==> src/design/saturn_ctrl_pkg.sv <==
package saturn_ctrl_pkg;

    // data widths
    typedef logic [3:0]  nibble_t;
    typedef logic [19:0] pc_t;
    typedef logic [15:0] instr_word_t;       // type | reg | ptr | imm
    typedef logic [3:0]  instr_type_t;
    typedef logic [3:0]  reg_sel_t;
    typedef logic [4:0]  bus_entry_t;        // bit 4 marks a command
    typedef logic [4:0]  prog_addr_t;
    typedef logic [1:0]  entry_src_t;

    localparam int C_NIBBLES    = 16;
    localparam int ADDR_NIBBLES = 5;

    // instruction types, as delivered by the decoder
    localparam instr_type_t INSTR_NOP       = 4'd0;
    localparam instr_type_t INSTR_P_EQ_N    = 4'd1;
    localparam instr_type_t INSTR_C_EQ_P    = 4'd2;
    localparam instr_type_t INSTR_CLRHST    = 4'd3;
    localparam instr_type_t INSTR_ST_EQ     = 4'd4;
    localparam instr_type_t INSTR_SET_MODE  = 4'd5;    // SETHEX / SETDEC
    localparam instr_type_t INSTR_SET_CARRY = 4'd6;    // carry on return
    localparam instr_type_t INSTR_LOAD      = 4'd7;
    localparam instr_type_t INSTR_CONFIG    = 4'd8;
    localparam instr_type_t INSTR_RESET     = 4'd9;    // highest supported code

    // register selects
    localparam reg_sel_t REG_C  = 4'd2;
    localparam reg_sel_t REG_D0 = 4'd4;

    // bus commands
    localparam nibble_t BUSCMD_PC_READ   = 4'd0;
    localparam nibble_t BUSCMD_LOAD_PC   = 4'd4;
    localparam nibble_t BUSCMD_CONFIGURE = 4'd5;
    localparam nibble_t BUSCMD_RESET     = 4'd6;

    // where a program entry comes from
    localparam entry_src_t SRC_CMD = 2'd0;
    localparam entry_src_t SRC_PC  = 2'd1;
    localparam entry_src_t SRC_C   = 2'd2;

    typedef enum logic [2:0] {
        ST_CLEAR,
        ST_LOAD_PC,
        ST_PC_NIBBLES,
        ST_IDLE,
        ST_ACK,
        ST_CFG_NIBBLES,
        ST_PC_READ
    } ctrl_state_t;

endpackage

==> src/design/saturn_ctrl_fsm.sv <==
`timescale 1ns/1ns

module saturn_ctrl_fsm #(
    parameter int C_NIBBLES    = 16,
    parameter int ADDR_NIBBLES = 5
) (
    input  logic                          i_clk,
    input  logic                          i_reset,
    input  logic                          i_wb_cyc,
    input  logic                          i_wb_stb,
    input  logic                          i_wb_we,
    input  saturn_ctrl_pkg::instr_type_t  i_type,
    input  logic                          i_at_last,
    input  logic                          i_load_error,
    output logic                          o_wb_ack,
    output logic                          o_ready,
    output logic                          o_error,
    output logic                          o_exec,
    output logic                          o_clear_regs,
    output logic                          o_cnt_clear,
    output logic                          o_cnt_step,
    output saturn_ctrl_pkg::nibble_t      o_cnt_last,
    output logic                          o_push,
    output saturn_ctrl_pkg::entry_src_t   o_push_src,
    output saturn_ctrl_pkg::nibble_t      o_push_cmd
);

    localparam saturn_ctrl_pkg::nibble_t C_LAST    = saturn_ctrl_pkg::nibble_t'(C_NIBBLES - 1);
    localparam saturn_ctrl_pkg::nibble_t ADDR_LAST =
        saturn_ctrl_pkg::nibble_t'(ADDR_NIBBLES - 1);

    saturn_ctrl_pkg::ctrl_state_t state;
    saturn_ctrl_pkg::ctrl_state_t state_next;

    logic req;
    logic bad_type;
    logic is_config;
    logic is_reset;

    assign req       = (state == saturn_ctrl_pkg::ST_IDLE) && i_wb_cyc && i_wb_stb;
    assign bad_type  = (i_type > saturn_ctrl_pkg::INSTR_RESET);
    assign o_exec    = req && i_wb_we;                          // reads never execute
    assign is_config = o_exec && (i_type == saturn_ctrl_pkg::INSTR_CONFIG);
    assign is_reset  = o_exec && (i_type == saturn_ctrl_pkg::INSTR_RESET);
    assign o_wb_ack  = (state == saturn_ctrl_pkg::ST_ACK);

    always_comb begin
        state_next   = state;
        o_clear_regs = 1'b0;
        o_cnt_clear  = 1'b0;
        o_cnt_step   = 1'b0;
        o_cnt_last   = ADDR_LAST;
        o_push       = 1'b0;
        o_push_src   = saturn_ctrl_pkg::SRC_CMD;
        o_push_cmd   = saturn_ctrl_pkg::BUSCMD_PC_READ;
        case (state)
            saturn_ctrl_pkg::ST_CLEAR: begin
                o_clear_regs = 1'b1;
                o_cnt_step   = 1'b1;
                o_cnt_last   = C_LAST;
                if (i_at_last) begin
                    o_cnt_clear = 1'b1;                         // pc nibbles start at 0
                    state_next  = saturn_ctrl_pkg::ST_LOAD_PC;
                end
            end
            saturn_ctrl_pkg::ST_LOAD_PC: begin
                o_push     = 1'b1;
                o_push_cmd = saturn_ctrl_pkg::BUSCMD_LOAD_PC;
                state_next = saturn_ctrl_pkg::ST_PC_NIBBLES;
            end
            saturn_ctrl_pkg::ST_PC_NIBBLES: begin
                o_push     = 1'b1;
                o_push_src = saturn_ctrl_pkg::SRC_PC;
                o_cnt_step = 1'b1;
                if (i_at_last) begin
                    state_next = saturn_ctrl_pkg::ST_IDLE;
                end
            end
            saturn_ctrl_pkg::ST_IDLE: begin
                o_cnt_clear = 1'b1;                             // keep index parked at 0
                if (req) begin
                    if (is_config) begin
                        o_push     = 1'b1;
                        o_push_cmd = saturn_ctrl_pkg::BUSCMD_CONFIGURE;
                        state_next = saturn_ctrl_pkg::ST_CFG_NIBBLES;
                    end else if (is_reset) begin
                        o_push     = 1'b1;
                        o_push_cmd = saturn_ctrl_pkg::BUSCMD_RESET;
                        state_next = saturn_ctrl_pkg::ST_PC_READ;
                    end else begin
                        state_next = saturn_ctrl_pkg::ST_ACK;
                    end
                end
            end
            saturn_ctrl_pkg::ST_CFG_NIBBLES: begin
                o_push     = 1'b1;
                o_push_src = saturn_ctrl_pkg::SRC_C;            // C(A) goes out low first
                o_cnt_step = 1'b1;
                if (i_at_last) begin
                    state_next = saturn_ctrl_pkg::ST_PC_READ;
                end
            end
            saturn_ctrl_pkg::ST_PC_READ: begin
                o_push     = 1'b1;                              // restore devices
                state_next = saturn_ctrl_pkg::ST_ACK;
            end
            saturn_ctrl_pkg::ST_ACK: begin
                state_next = saturn_ctrl_pkg::ST_IDLE;
            end
            default: begin
                state_next = saturn_ctrl_pkg::ST_CLEAR;
            end
        endcase
    end

    always_ff @(posedge i_clk) begin
        if (i_reset) begin
            state   <= saturn_ctrl_pkg::ST_CLEAR;
            o_ready <= 1'b0;
            o_error <= 1'b0;
        end else begin
            state <= state_next;
            if ((state == saturn_ctrl_pkg::ST_PC_NIBBLES) && i_at_last) begin
                o_ready <= 1'b1;                                // stays up until reset
            end
            if ((req && (!i_wb_we || bad_type)) || i_load_error) begin
                o_error <= 1'b1;                                // sticky
            end
        end
    end

endmodule

==> src/design/saturn_nibble_counter.sv <==
`timescale 1ns/1ns

module saturn_nibble_counter (
    input  logic                      i_clk,
    input  logic                      i_reset,
    input  logic                      i_clear,
    input  logic                      i_step,
    input  saturn_ctrl_pkg::nibble_t  i_last,
    output saturn_ctrl_pkg::nibble_t  o_count,
    output logic                      o_at_last
);

    assign o_at_last = (o_count == i_last);

    always_ff @(posedge i_clk) begin
        if (i_reset || i_clear) begin
            o_count <= '0;
        end else if (i_step) begin
            o_count <= o_count + 4'd1;    // wraps at 16
        end
    end

endmodule

==> src/design/saturn_nibble_regs.sv <==
`timescale 1ns/1ns

module saturn_nibble_regs #(
    parameter int C_NIBBLES    = 16,
    parameter int ADDR_NIBBLES = 5
) (
    input  logic                          i_clk,
    input  logic                          i_clear,
    input  saturn_ctrl_pkg::nibble_t      i_index,
    input  logic                          i_exec,
    input  saturn_ctrl_pkg::instr_word_t  i_word,
    input  saturn_ctrl_pkg::nibble_t      i_reg_p,
    input  saturn_ctrl_pkg::reg_sel_t     i_dbg_reg,
    input  saturn_ctrl_pkg::nibble_t      i_dbg_ptr,
    output saturn_ctrl_pkg::nibble_t      o_c_nibble,
    output saturn_ctrl_pkg::nibble_t      o_dbg_nibble,
    output logic                          o_load_error
);

    localparam int C_AW  = $clog2(C_NIBBLES);
    localparam int D0_AW = $clog2(ADDR_NIBBLES);

    saturn_ctrl_pkg::nibble_t c_regs  [C_NIBBLES];
    saturn_ctrl_pkg::nibble_t d0_regs [ADDR_NIBBLES];

    saturn_ctrl_pkg::instr_type_t word_type;
    saturn_ctrl_pkg::reg_sel_t    word_reg;
    saturn_ctrl_pkg::nibble_t     word_ptr;
    saturn_ctrl_pkg::nibble_t     word_imm;
    logic                         is_load;
    logic                         load_c;
    logic                         load_d0;

    assign word_type = i_word[15:12];
    assign word_reg  = i_word[11:8];
    assign word_ptr  = i_word[7:4];
    assign word_imm  = i_word[3:0];

    assign is_load      = i_exec && (word_type == saturn_ctrl_pkg::INSTR_LOAD);
    assign load_c       = is_load && (word_reg == saturn_ctrl_pkg::REG_C);
    assign load_d0      = is_load && (word_reg == saturn_ctrl_pkg::REG_D0);
    assign o_load_error = is_load && !load_c && !load_d0;

    assign o_c_nibble = c_regs[i_index[C_AW-1:0]];

    always_ff @(posedge i_clk) begin
        if (i_clear) begin
            c_regs[i_index[C_AW-1:0]] <= '0;
            if (i_index < ADDR_NIBBLES) begin
                d0_regs[i_index[D0_AW-1:0]] <= '0;    // D0 is shorter than the sweep
            end
        end else if (i_exec && (word_type == saturn_ctrl_pkg::INSTR_C_EQ_P)) begin
            c_regs[word_ptr[C_AW-1:0]] <= i_reg_p;
        end else if (load_c) begin
            c_regs[word_ptr[C_AW-1:0]] <= word_imm;
        end else if (load_d0 && (word_ptr < ADDR_NIBBLES)) begin
            d0_regs[word_ptr[D0_AW-1:0]] <= word_imm;
        end
    end

    always_comb begin
        o_dbg_nibble = '0;
        case (i_dbg_reg)
            saturn_ctrl_pkg::REG_C:  o_dbg_nibble = c_regs[i_dbg_ptr[C_AW-1:0]];
            saturn_ctrl_pkg::REG_D0: begin
                if (i_dbg_ptr < ADDR_NIBBLES) begin
                    o_dbg_nibble = d0_regs[i_dbg_ptr[D0_AW-1:0]];
                end
            end
            default: o_dbg_nibble = '0;
        endcase
    end

endmodule

==> src/design/saturn_status_regs.sv <==
`timescale 1ns/1ns

module saturn_status_regs (
    input  logic                          i_clk,
    input  logic                          i_reset,
    input  logic                          i_exec,
    input  saturn_ctrl_pkg::instr_word_t  i_word,
    output saturn_ctrl_pkg::nibble_t      o_reg_p,
    output saturn_ctrl_pkg::nibble_t      o_reg_hst,
    output logic [15:0]                   o_reg_st,
    output logic                          o_reg_carry,
    output logic                          o_reg_mode
);

    saturn_ctrl_pkg::instr_type_t word_type;
    saturn_ctrl_pkg::nibble_t     word_ptr;
    saturn_ctrl_pkg::nibble_t     word_imm;

    assign word_type = i_word[15:12];
    assign word_ptr  = i_word[7:4];
    assign word_imm  = i_word[3:0];

    always_ff @(posedge i_clk) begin
        if (i_reset) begin
            o_reg_p     <= '0;
            o_reg_hst   <= '0;
            o_reg_st    <= '0;
            o_reg_carry <= 1'b0;
            o_reg_mode  <= 1'b0;
        end else if (i_exec) begin
            case (word_type)
                saturn_ctrl_pkg::INSTR_P_EQ_N:    o_reg_p <= word_imm;
                saturn_ctrl_pkg::INSTR_CLRHST:    o_reg_hst <= o_reg_hst & ~word_imm;  // XM/SB/SR/MP
                saturn_ctrl_pkg::INSTR_ST_EQ:     o_reg_st[word_ptr] <= word_imm[0];
                saturn_ctrl_pkg::INSTR_SET_MODE:  o_reg_mode <= word_imm[0];    // 1 is decimal
                saturn_ctrl_pkg::INSTR_SET_CARRY: o_reg_carry <= word_imm[0];
                default: begin
                end
            endcase
        end
    end

endmodule

==> src/design/saturn_bus_program.sv <==
`timescale 1ns/1ns

module saturn_bus_program (
    input  logic                          i_clk,
    input  logic                          i_reset,
    input  logic                          i_push,
    input  saturn_ctrl_pkg::entry_src_t   i_src,
    input  saturn_ctrl_pkg::nibble_t      i_cmd,
    input  saturn_ctrl_pkg::pc_t          i_pc,
    input  saturn_ctrl_pkg::nibble_t      i_index,
    input  saturn_ctrl_pkg::nibble_t      i_c_nibble,
    input  saturn_ctrl_pkg::prog_addr_t   i_prog_addr,
    output saturn_ctrl_pkg::bus_entry_t   o_prog_data,
    output saturn_ctrl_pkg::prog_addr_t   o_prog_count
);

    saturn_ctrl_pkg::bus_entry_t program_mem [32];
    saturn_ctrl_pkg::bus_entry_t entry;
    saturn_ctrl_pkg::pc_t        pc_shifted;

    assign pc_shifted  = i_pc >> {i_index, 2'b00};    // selected nibble lands in [3:0]
    assign o_prog_data = program_mem[i_prog_addr];

    always_comb begin
        case (i_src)
            saturn_ctrl_pkg::SRC_CMD: entry = {1'b1, i_cmd};
            saturn_ctrl_pkg::SRC_PC:  entry = {1'b0, pc_shifted[3:0]};
            default:                  entry = {1'b0, i_c_nibble};
        endcase
    end

    always_ff @(posedge i_clk) begin
        if (i_push) begin
            program_mem[o_prog_count] <= entry;
        end
    end

    always_ff @(posedge i_clk) begin
        if (i_reset) begin
            o_prog_count <= '0;
        end else if (i_push) begin
            o_prog_count <= o_prog_count + 5'd1;    // ring of 32 entries
        end
    end

endmodule

==> src/design/saturn_control_unit.sv <==
`timescale 1ns/1ns

module saturn_control_unit #(
    parameter int C_NIBBLES    = saturn_ctrl_pkg::C_NIBBLES,
    parameter int ADDR_NIBBLES = saturn_ctrl_pkg::ADDR_NIBBLES
) (
    input  logic                          i_clk,
    input  logic                          i_reset,
    input  logic                          i_wb_cyc,
    input  logic                          i_wb_stb,
    input  logic                          i_wb_we,
    input  saturn_ctrl_pkg::instr_word_t  i_wb_dat,
    input  saturn_ctrl_pkg::pc_t          i_pc,
    input  saturn_ctrl_pkg::prog_addr_t   i_prog_addr,
    input  saturn_ctrl_pkg::reg_sel_t     i_dbg_reg,
    input  saturn_ctrl_pkg::nibble_t      i_dbg_ptr,
    output logic                          o_wb_ack,
    output logic                          o_ready,
    output logic                          o_error,
    output saturn_ctrl_pkg::bus_entry_t   o_prog_data,
    output saturn_ctrl_pkg::prog_addr_t   o_prog_count,
    output saturn_ctrl_pkg::nibble_t      o_dbg_nibble,
    output saturn_ctrl_pkg::nibble_t      o_reg_p,
    output saturn_ctrl_pkg::nibble_t      o_reg_hst,
    output logic [15:0]                   o_reg_st,
    output logic                          o_reg_carry,
    output logic                          o_reg_mode
);

    logic                        exec;
    logic                        clear_regs;
    logic                        cnt_clear;
    logic                        cnt_step;
    saturn_ctrl_pkg::nibble_t    cnt_last;
    saturn_ctrl_pkg::nibble_t    count;
    logic                        at_last;
    logic                        push;
    saturn_ctrl_pkg::entry_src_t push_src;
    saturn_ctrl_pkg::nibble_t    push_cmd;
    saturn_ctrl_pkg::nibble_t    c_nibble;
    logic                        load_error;

    saturn_ctrl_fsm #(
        .C_NIBBLES    (C_NIBBLES),
        .ADDR_NIBBLES (ADDR_NIBBLES)
    ) u_fsm (
        .i_clk        (i_clk),
        .i_reset      (i_reset),
        .i_wb_cyc     (i_wb_cyc),
        .i_wb_stb     (i_wb_stb),
        .i_wb_we      (i_wb_we),
        .i_type       (i_wb_dat[15:12]),
        .i_at_last    (at_last),
        .i_load_error (load_error),
        .o_wb_ack     (o_wb_ack),
        .o_ready      (o_ready),
        .o_error      (o_error),
        .o_exec       (exec),
        .o_clear_regs (clear_regs),
        .o_cnt_clear  (cnt_clear),
        .o_cnt_step   (cnt_step),
        .o_cnt_last   (cnt_last),
        .o_push       (push),
        .o_push_src   (push_src),
        .o_push_cmd   (push_cmd)
    );

    saturn_nibble_counter u_counter (
        .i_clk     (i_clk),
        .i_reset   (i_reset),
        .i_clear   (cnt_clear),
        .i_step    (cnt_step),
        .i_last    (cnt_last),
        .o_count   (count),
        .o_at_last (at_last)
    );

    saturn_nibble_regs #(
        .C_NIBBLES    (C_NIBBLES),
        .ADDR_NIBBLES (ADDR_NIBBLES)
    ) u_nibble_regs (
        .i_clk        (i_clk),
        .i_clear      (clear_regs),
        .i_index      (count),
        .i_exec       (exec),
        .i_word       (i_wb_dat),
        .i_reg_p      (o_reg_p),      // C=P takes P as it was before this edge
        .i_dbg_reg    (i_dbg_reg),
        .i_dbg_ptr    (i_dbg_ptr),
        .o_c_nibble   (c_nibble),
        .o_dbg_nibble (o_dbg_nibble),
        .o_load_error (load_error)
    );

    saturn_status_regs u_status_regs (
        .i_clk       (i_clk),
        .i_reset     (i_reset),
        .i_exec      (exec),
        .i_word      (i_wb_dat),
        .o_reg_p     (o_reg_p),
        .o_reg_hst   (o_reg_hst),
        .o_reg_st    (o_reg_st),
        .o_reg_carry (o_reg_carry),
        .o_reg_mode  (o_reg_mode)
    );

    saturn_bus_program u_bus_program (
        .i_clk        (i_clk),
        .i_reset      (i_reset),
        .i_push       (push),
        .i_src        (push_src),
        .i_cmd        (push_cmd),
        .i_pc         (i_pc),
        .i_index      (count),
        .i_c_nibble   (c_nibble),
        .i_prog_addr  (i_prog_addr),
        .o_prog_data  (o_prog_data),
        .o_prog_count (o_prog_count)
    );

endmodule

==> config.mk <==
export PLATFORM = sky130hd
export DESIGN_NAME = saturn_control_unit
export DESIGN_NICKNAME = d
export VERILOG_FILES = /design/src/design/saturn_ctrl_pkg.sv /design/src/design/saturn_ctrl_fsm.sv /design/src/design/saturn_nibble_counter.sv /design/src/design/saturn_nibble_regs.sv /design/src/design/saturn_status_regs.sv /design/src/design/saturn_bus_program.sv /design/src/design/saturn_control_unit.sv
export SDC_FILE = /design/constraint.sdc
export NUM_CORES = 1
export LEC_CHECK = 0
export ABC_CLOCK_PERIOD_IN_PS = 4010
export BUFFER_PORTS_ARGS = -buffer_cell sky130_fd_sc_hd__buf_2
export CAP_MARGIN = 25
export CORE_ASPECT_RATIO = 0.75
export CORE_MARGIN = 8
export CORE_UTILIZATION = 54
export DETAILED_ROUTE_END_ITERATION = 7
export GPL_TIMING_DRIVEN = 0
export PLACE_DENSITY = 0.73
export SLEW_MARGIN = 0
export SYNTH_ARGS = -nofsm -noshare
export SYNTH_HDL_FRONTEND = slang
export SYNTH_SLANG_ARGS = --single-unit
==> constraint.sdc <==
create_clock -name i_clk -period 4.01 [get_ports i_clk]
set_clock_uncertainty 0.2 [all_clocks]
set_input_delay 0.2005 -clock i_clk [delete_from_list [all_inputs] [get_ports i_clk]]
set_output_delay 0.2005 -clock i_clk [all_outputs]
set_load 0.005 [all_outputs]
==> metrics.txt <==
status complete, no violations; via count 7751; TritonCTS Buffers 28; Clock Pin Slew Worst Setup and Hold Paths 60 ps; CP required 4080 ps; post-synthesis sequential area ratio 65.1%; busiest grt layer met1; reg-to-reg setup timing slack 550 ps; register area 8210 um2; max_slew headroom 40.5%; max cap viols 0; Cells after Synth 806; Multi-input gate area 4220 um2; met3 Usage GRT 5.12%; clk buf depth 3; most common flop cell mapped by yosys edfxtp_1; M1 GR Usage 32.5%; first-pass GRT wire length 46000 um; endpoints failing setup 0; htree depth 1; synth-to-layout area growth 16.8%; r2r endpoint u_bus_program.program_mem[18][0]; worst path arrival time 3530 ps; Starting Density 54.9%; Hold Path Depth 5; Synth warnings 0; largest fanout on the critical path 20; CP endpoint kind flip-flop; Lkg Pwr 4.88 nW; Least-Margin Pin Slew 893 ps; Rows 48; pin count of the biggest net entering global routing 33; crit path kind flip-flop to flip-flop; Antenna Nets Post-Route 0; total grt overflow 0; final count of hold timing violations 0; Post-synth EDFFs 244; Port-buffer cells 86; VDD IR max 0.000308 V; Sink Count 288; Vias/cell 6.10; Die Span X 193 um; Root Driver clkbuf_16; Post-synth ARST share 0%; Die Y 148 um; Worst Setup Start Kind flip-flop; Core Util, Final 64.1%; Syn Std Cell Area 12600 um2; placed insts 1196; final cycle utilization of the critical path 86.4%; WHS Endpoint u_status_regs.o_reg_st[5]; RSZ-0062 raised after global routing no; antenna cells 0; post-synthesis cell type count 52; NumNets Final 1013; HP Class input port to flip-flop; gr usage total 21.1%; fin cells 1271; CTS tree yes; startpoint of the worst hold path i_wb_dat[6]; WL/cell 23.7 um; Avg Synthesized Cell Area 15.7 um2; Post-DP HPWL 21200 um; Tmin final 3460 ps; PD cells 542 nW/um2; core area 23000 um2; #FFs+latches synth 288; WL final 30100 um; Worst-Skew Late Latency 540 ps; Remaining DRCs 0; placer's final routability congestion estimate 0.911; Worst Reg-to-Reg Cells 6; TritonRoute pass-1 iters 5; fillers 1615; Iteration-0 DRC Markers 800; Boundary Pins 97; share of layout cells above drive strength 1 25.2%; Peak Freq 289 MHz; Die Area 28600 um2; GRT met2 Usage 29.8%; initial antenna violation count 0; vias in the first global route 7759; net count after synthesis 870; Final Max Slew Viols 0
==> cell families (layout without fill, tap and decap cells) <==
kind of cell / Yosys count / after routing / synth area share (%)
flip-flops: 288 / 288 / 65.1
AND/OR/NAND/NOR: 228 / 228 / 8.66
multiplexers: 141 / 141 / 19.4
AO/OA/AOI/OAI: 74 / 74 / 3.55
buffers and inverters: 57 / 222 / 1.81
adder cells (fa/ha/maj): 10 / 10 / 0.992
XOR/XNOR: 8 / 8 / 0.555
==> synth_stat cells (7+ instances only) <==
cell type / number / area share (%)
edfxtp_1: 244 / 58
nor2_1: 96 / 2.9
mux4_2: 82 / 15
mux2i_1: 53 / 4.2
dfxtp_1: 44 / 7.0
nand2_1: 33 / 0.98
clkbuf_1: 26 / 0.77
nor3_1: 22 / 0.87
a21oi_1: 17 / 0.67
o21ai_0: 16 / 0.63
nand3_1: 14 / 0.56
inv_1: 11 / 0.33
nand2b_1: 11 / 0.55
o21ai_1: 11 / 0.44
buf_1: 10 / 0.30
ha_1: 10 / 0.99
o22ai_1: 10 / 0.50
buf_2: 9 / 0.36
nor2b_1: 7 / 0.35
nor4_1: 7 / 0.35
==> cell type report <==
| type | count | area share (%) |
|---|---|---|
| timing repair buffer | 113 | 5.02 |
| buffer | 46 | 1.27 |
| inverter | 11 | 0.280 |
| multi-input combinational | 461 | 28.6 |
| sequential | 288 | 55.7 |
| clock buffer | 29 | 4.92 |
| clock inverter | 23 | 1.64 |
| tap | 300 | 2.55 |
==> worst max-delay path by stage <==
stage,endpoint,from,slack (ps)
after CTS,u_bus_program.program_mem[25][1],flip-flop,520
after floorplan,u_bus_program.program_mem[0][0],flip-flop,510
after detailed placement,u_bus_program.program_mem[22][1],flip-flop,530
after global placement,u_bus_program.program_mem[16][0],flip-flop,-1710
final,u_bus_program.program_mem[18][0],flip-flop,550
after global routing,u_bus_program.program_mem[17][0],flip-flop,480
==> placed cells by master (no fill, tap or decap), types with 4 or more instances in the layout <==
cell type and n:
nand2b_1 11, nor2b_1 7, a21oi_1 16, o21ai_0 16
ha_1 10, mux4_2 82, xnor2_1 4, and2_1 5
clkinv_2 5, bufinv_16 5, o22ai_1 10, mux2_2 6
nand3b_1 6, o21ai_1 10, nand3_1 14, dlygate4sd3_1 18
buf_8 4, nor3_1 22, clkinv_1 9, nand2_1 33
mux2i_1 53, xor2_1 4, a31oi_1 4, nor2_1 96
buf_1 10, clkbuf_1 26, buf_2 95, clkbuf_16 29
edfxtp_1 244, nand4_1 5, dfxtp_1 44, nor4_1 7
inv_1 11, or3_1 6
==> per-layer routing <==
metal | vias to the layer above | share of wire, %
met2 | 382 | 43
met5 | - | 0
li1 | 3454 | -
met3 | 44 | 9.6
met1 | 3871 | 45
met4 | 0 | 1.9
==> sequential cells by signal, indices dropped and copies added (netlist names), named ones only <==
| name | count |
|---|---|
| u_status_regs.o_reg_hst | 4 |
| u_bus_program.o_prog_count | 5 |
| u_fsm.o_ready | 1 |
| u_counter.o_count | 4 |
| u_status_regs.o_reg_p | 4 |
| u_status_regs.o_reg_st | 16 |
| u_nibble_regs.c_regs | 64 |
| u_status_regs.o_reg_mode | 1 |
| u_status_regs.o_reg_carry | 1 |
| u_nibble_regs.d0_regs | 20 |
| u_fsm.state | 3 |
| u_bus_program.program_mem | 160 |
| u_fsm.o_error | 1 |
==> power breakdown <==
group	leakage [nW]	switching [W]	total, W	internal, W
clock	0.470	0.00110	0.00273	0.00163
sequential	2.48	0.0000855	0.00370	0.00362
combinational	1.93	0.000992	0.00156	0.000566
total	4.88	0.00218	0.00799	0.00581
==> worst max-delay path, cell delays in order, from the launching register on <==
cell       delay (ps)
dfxtp_1           300
buf_1             420
clkbuf_1          600
mux4_2            420
a2111oi_0         770
a311oi_4          210
buf_8             240
==> metrics by stage <==
stage                     hold slack (ps)  power, W  instance area (um2)  TNS, ps  setup WS (ps)
final                                28.4   0.00799                14700        0            545
after global routing                 61.6   0.00827                14700        0            475
after CTS                            15.2   0.00799                14700        0            521
after detailed placement              237   0.00527                13500        0            533
after global placement                234   0.00517                13400  -123110          -1710
after floorplan                      88.4   0.00470                12600        0            514
==> what timing repair did <==
action,CTS,global route
hold buffers,18,0
endpoints found under the hold margin,27,0
resized for setup,0,0
setup buffers,0,0
No activity file was read; power rests on OpenSTA's default activity.
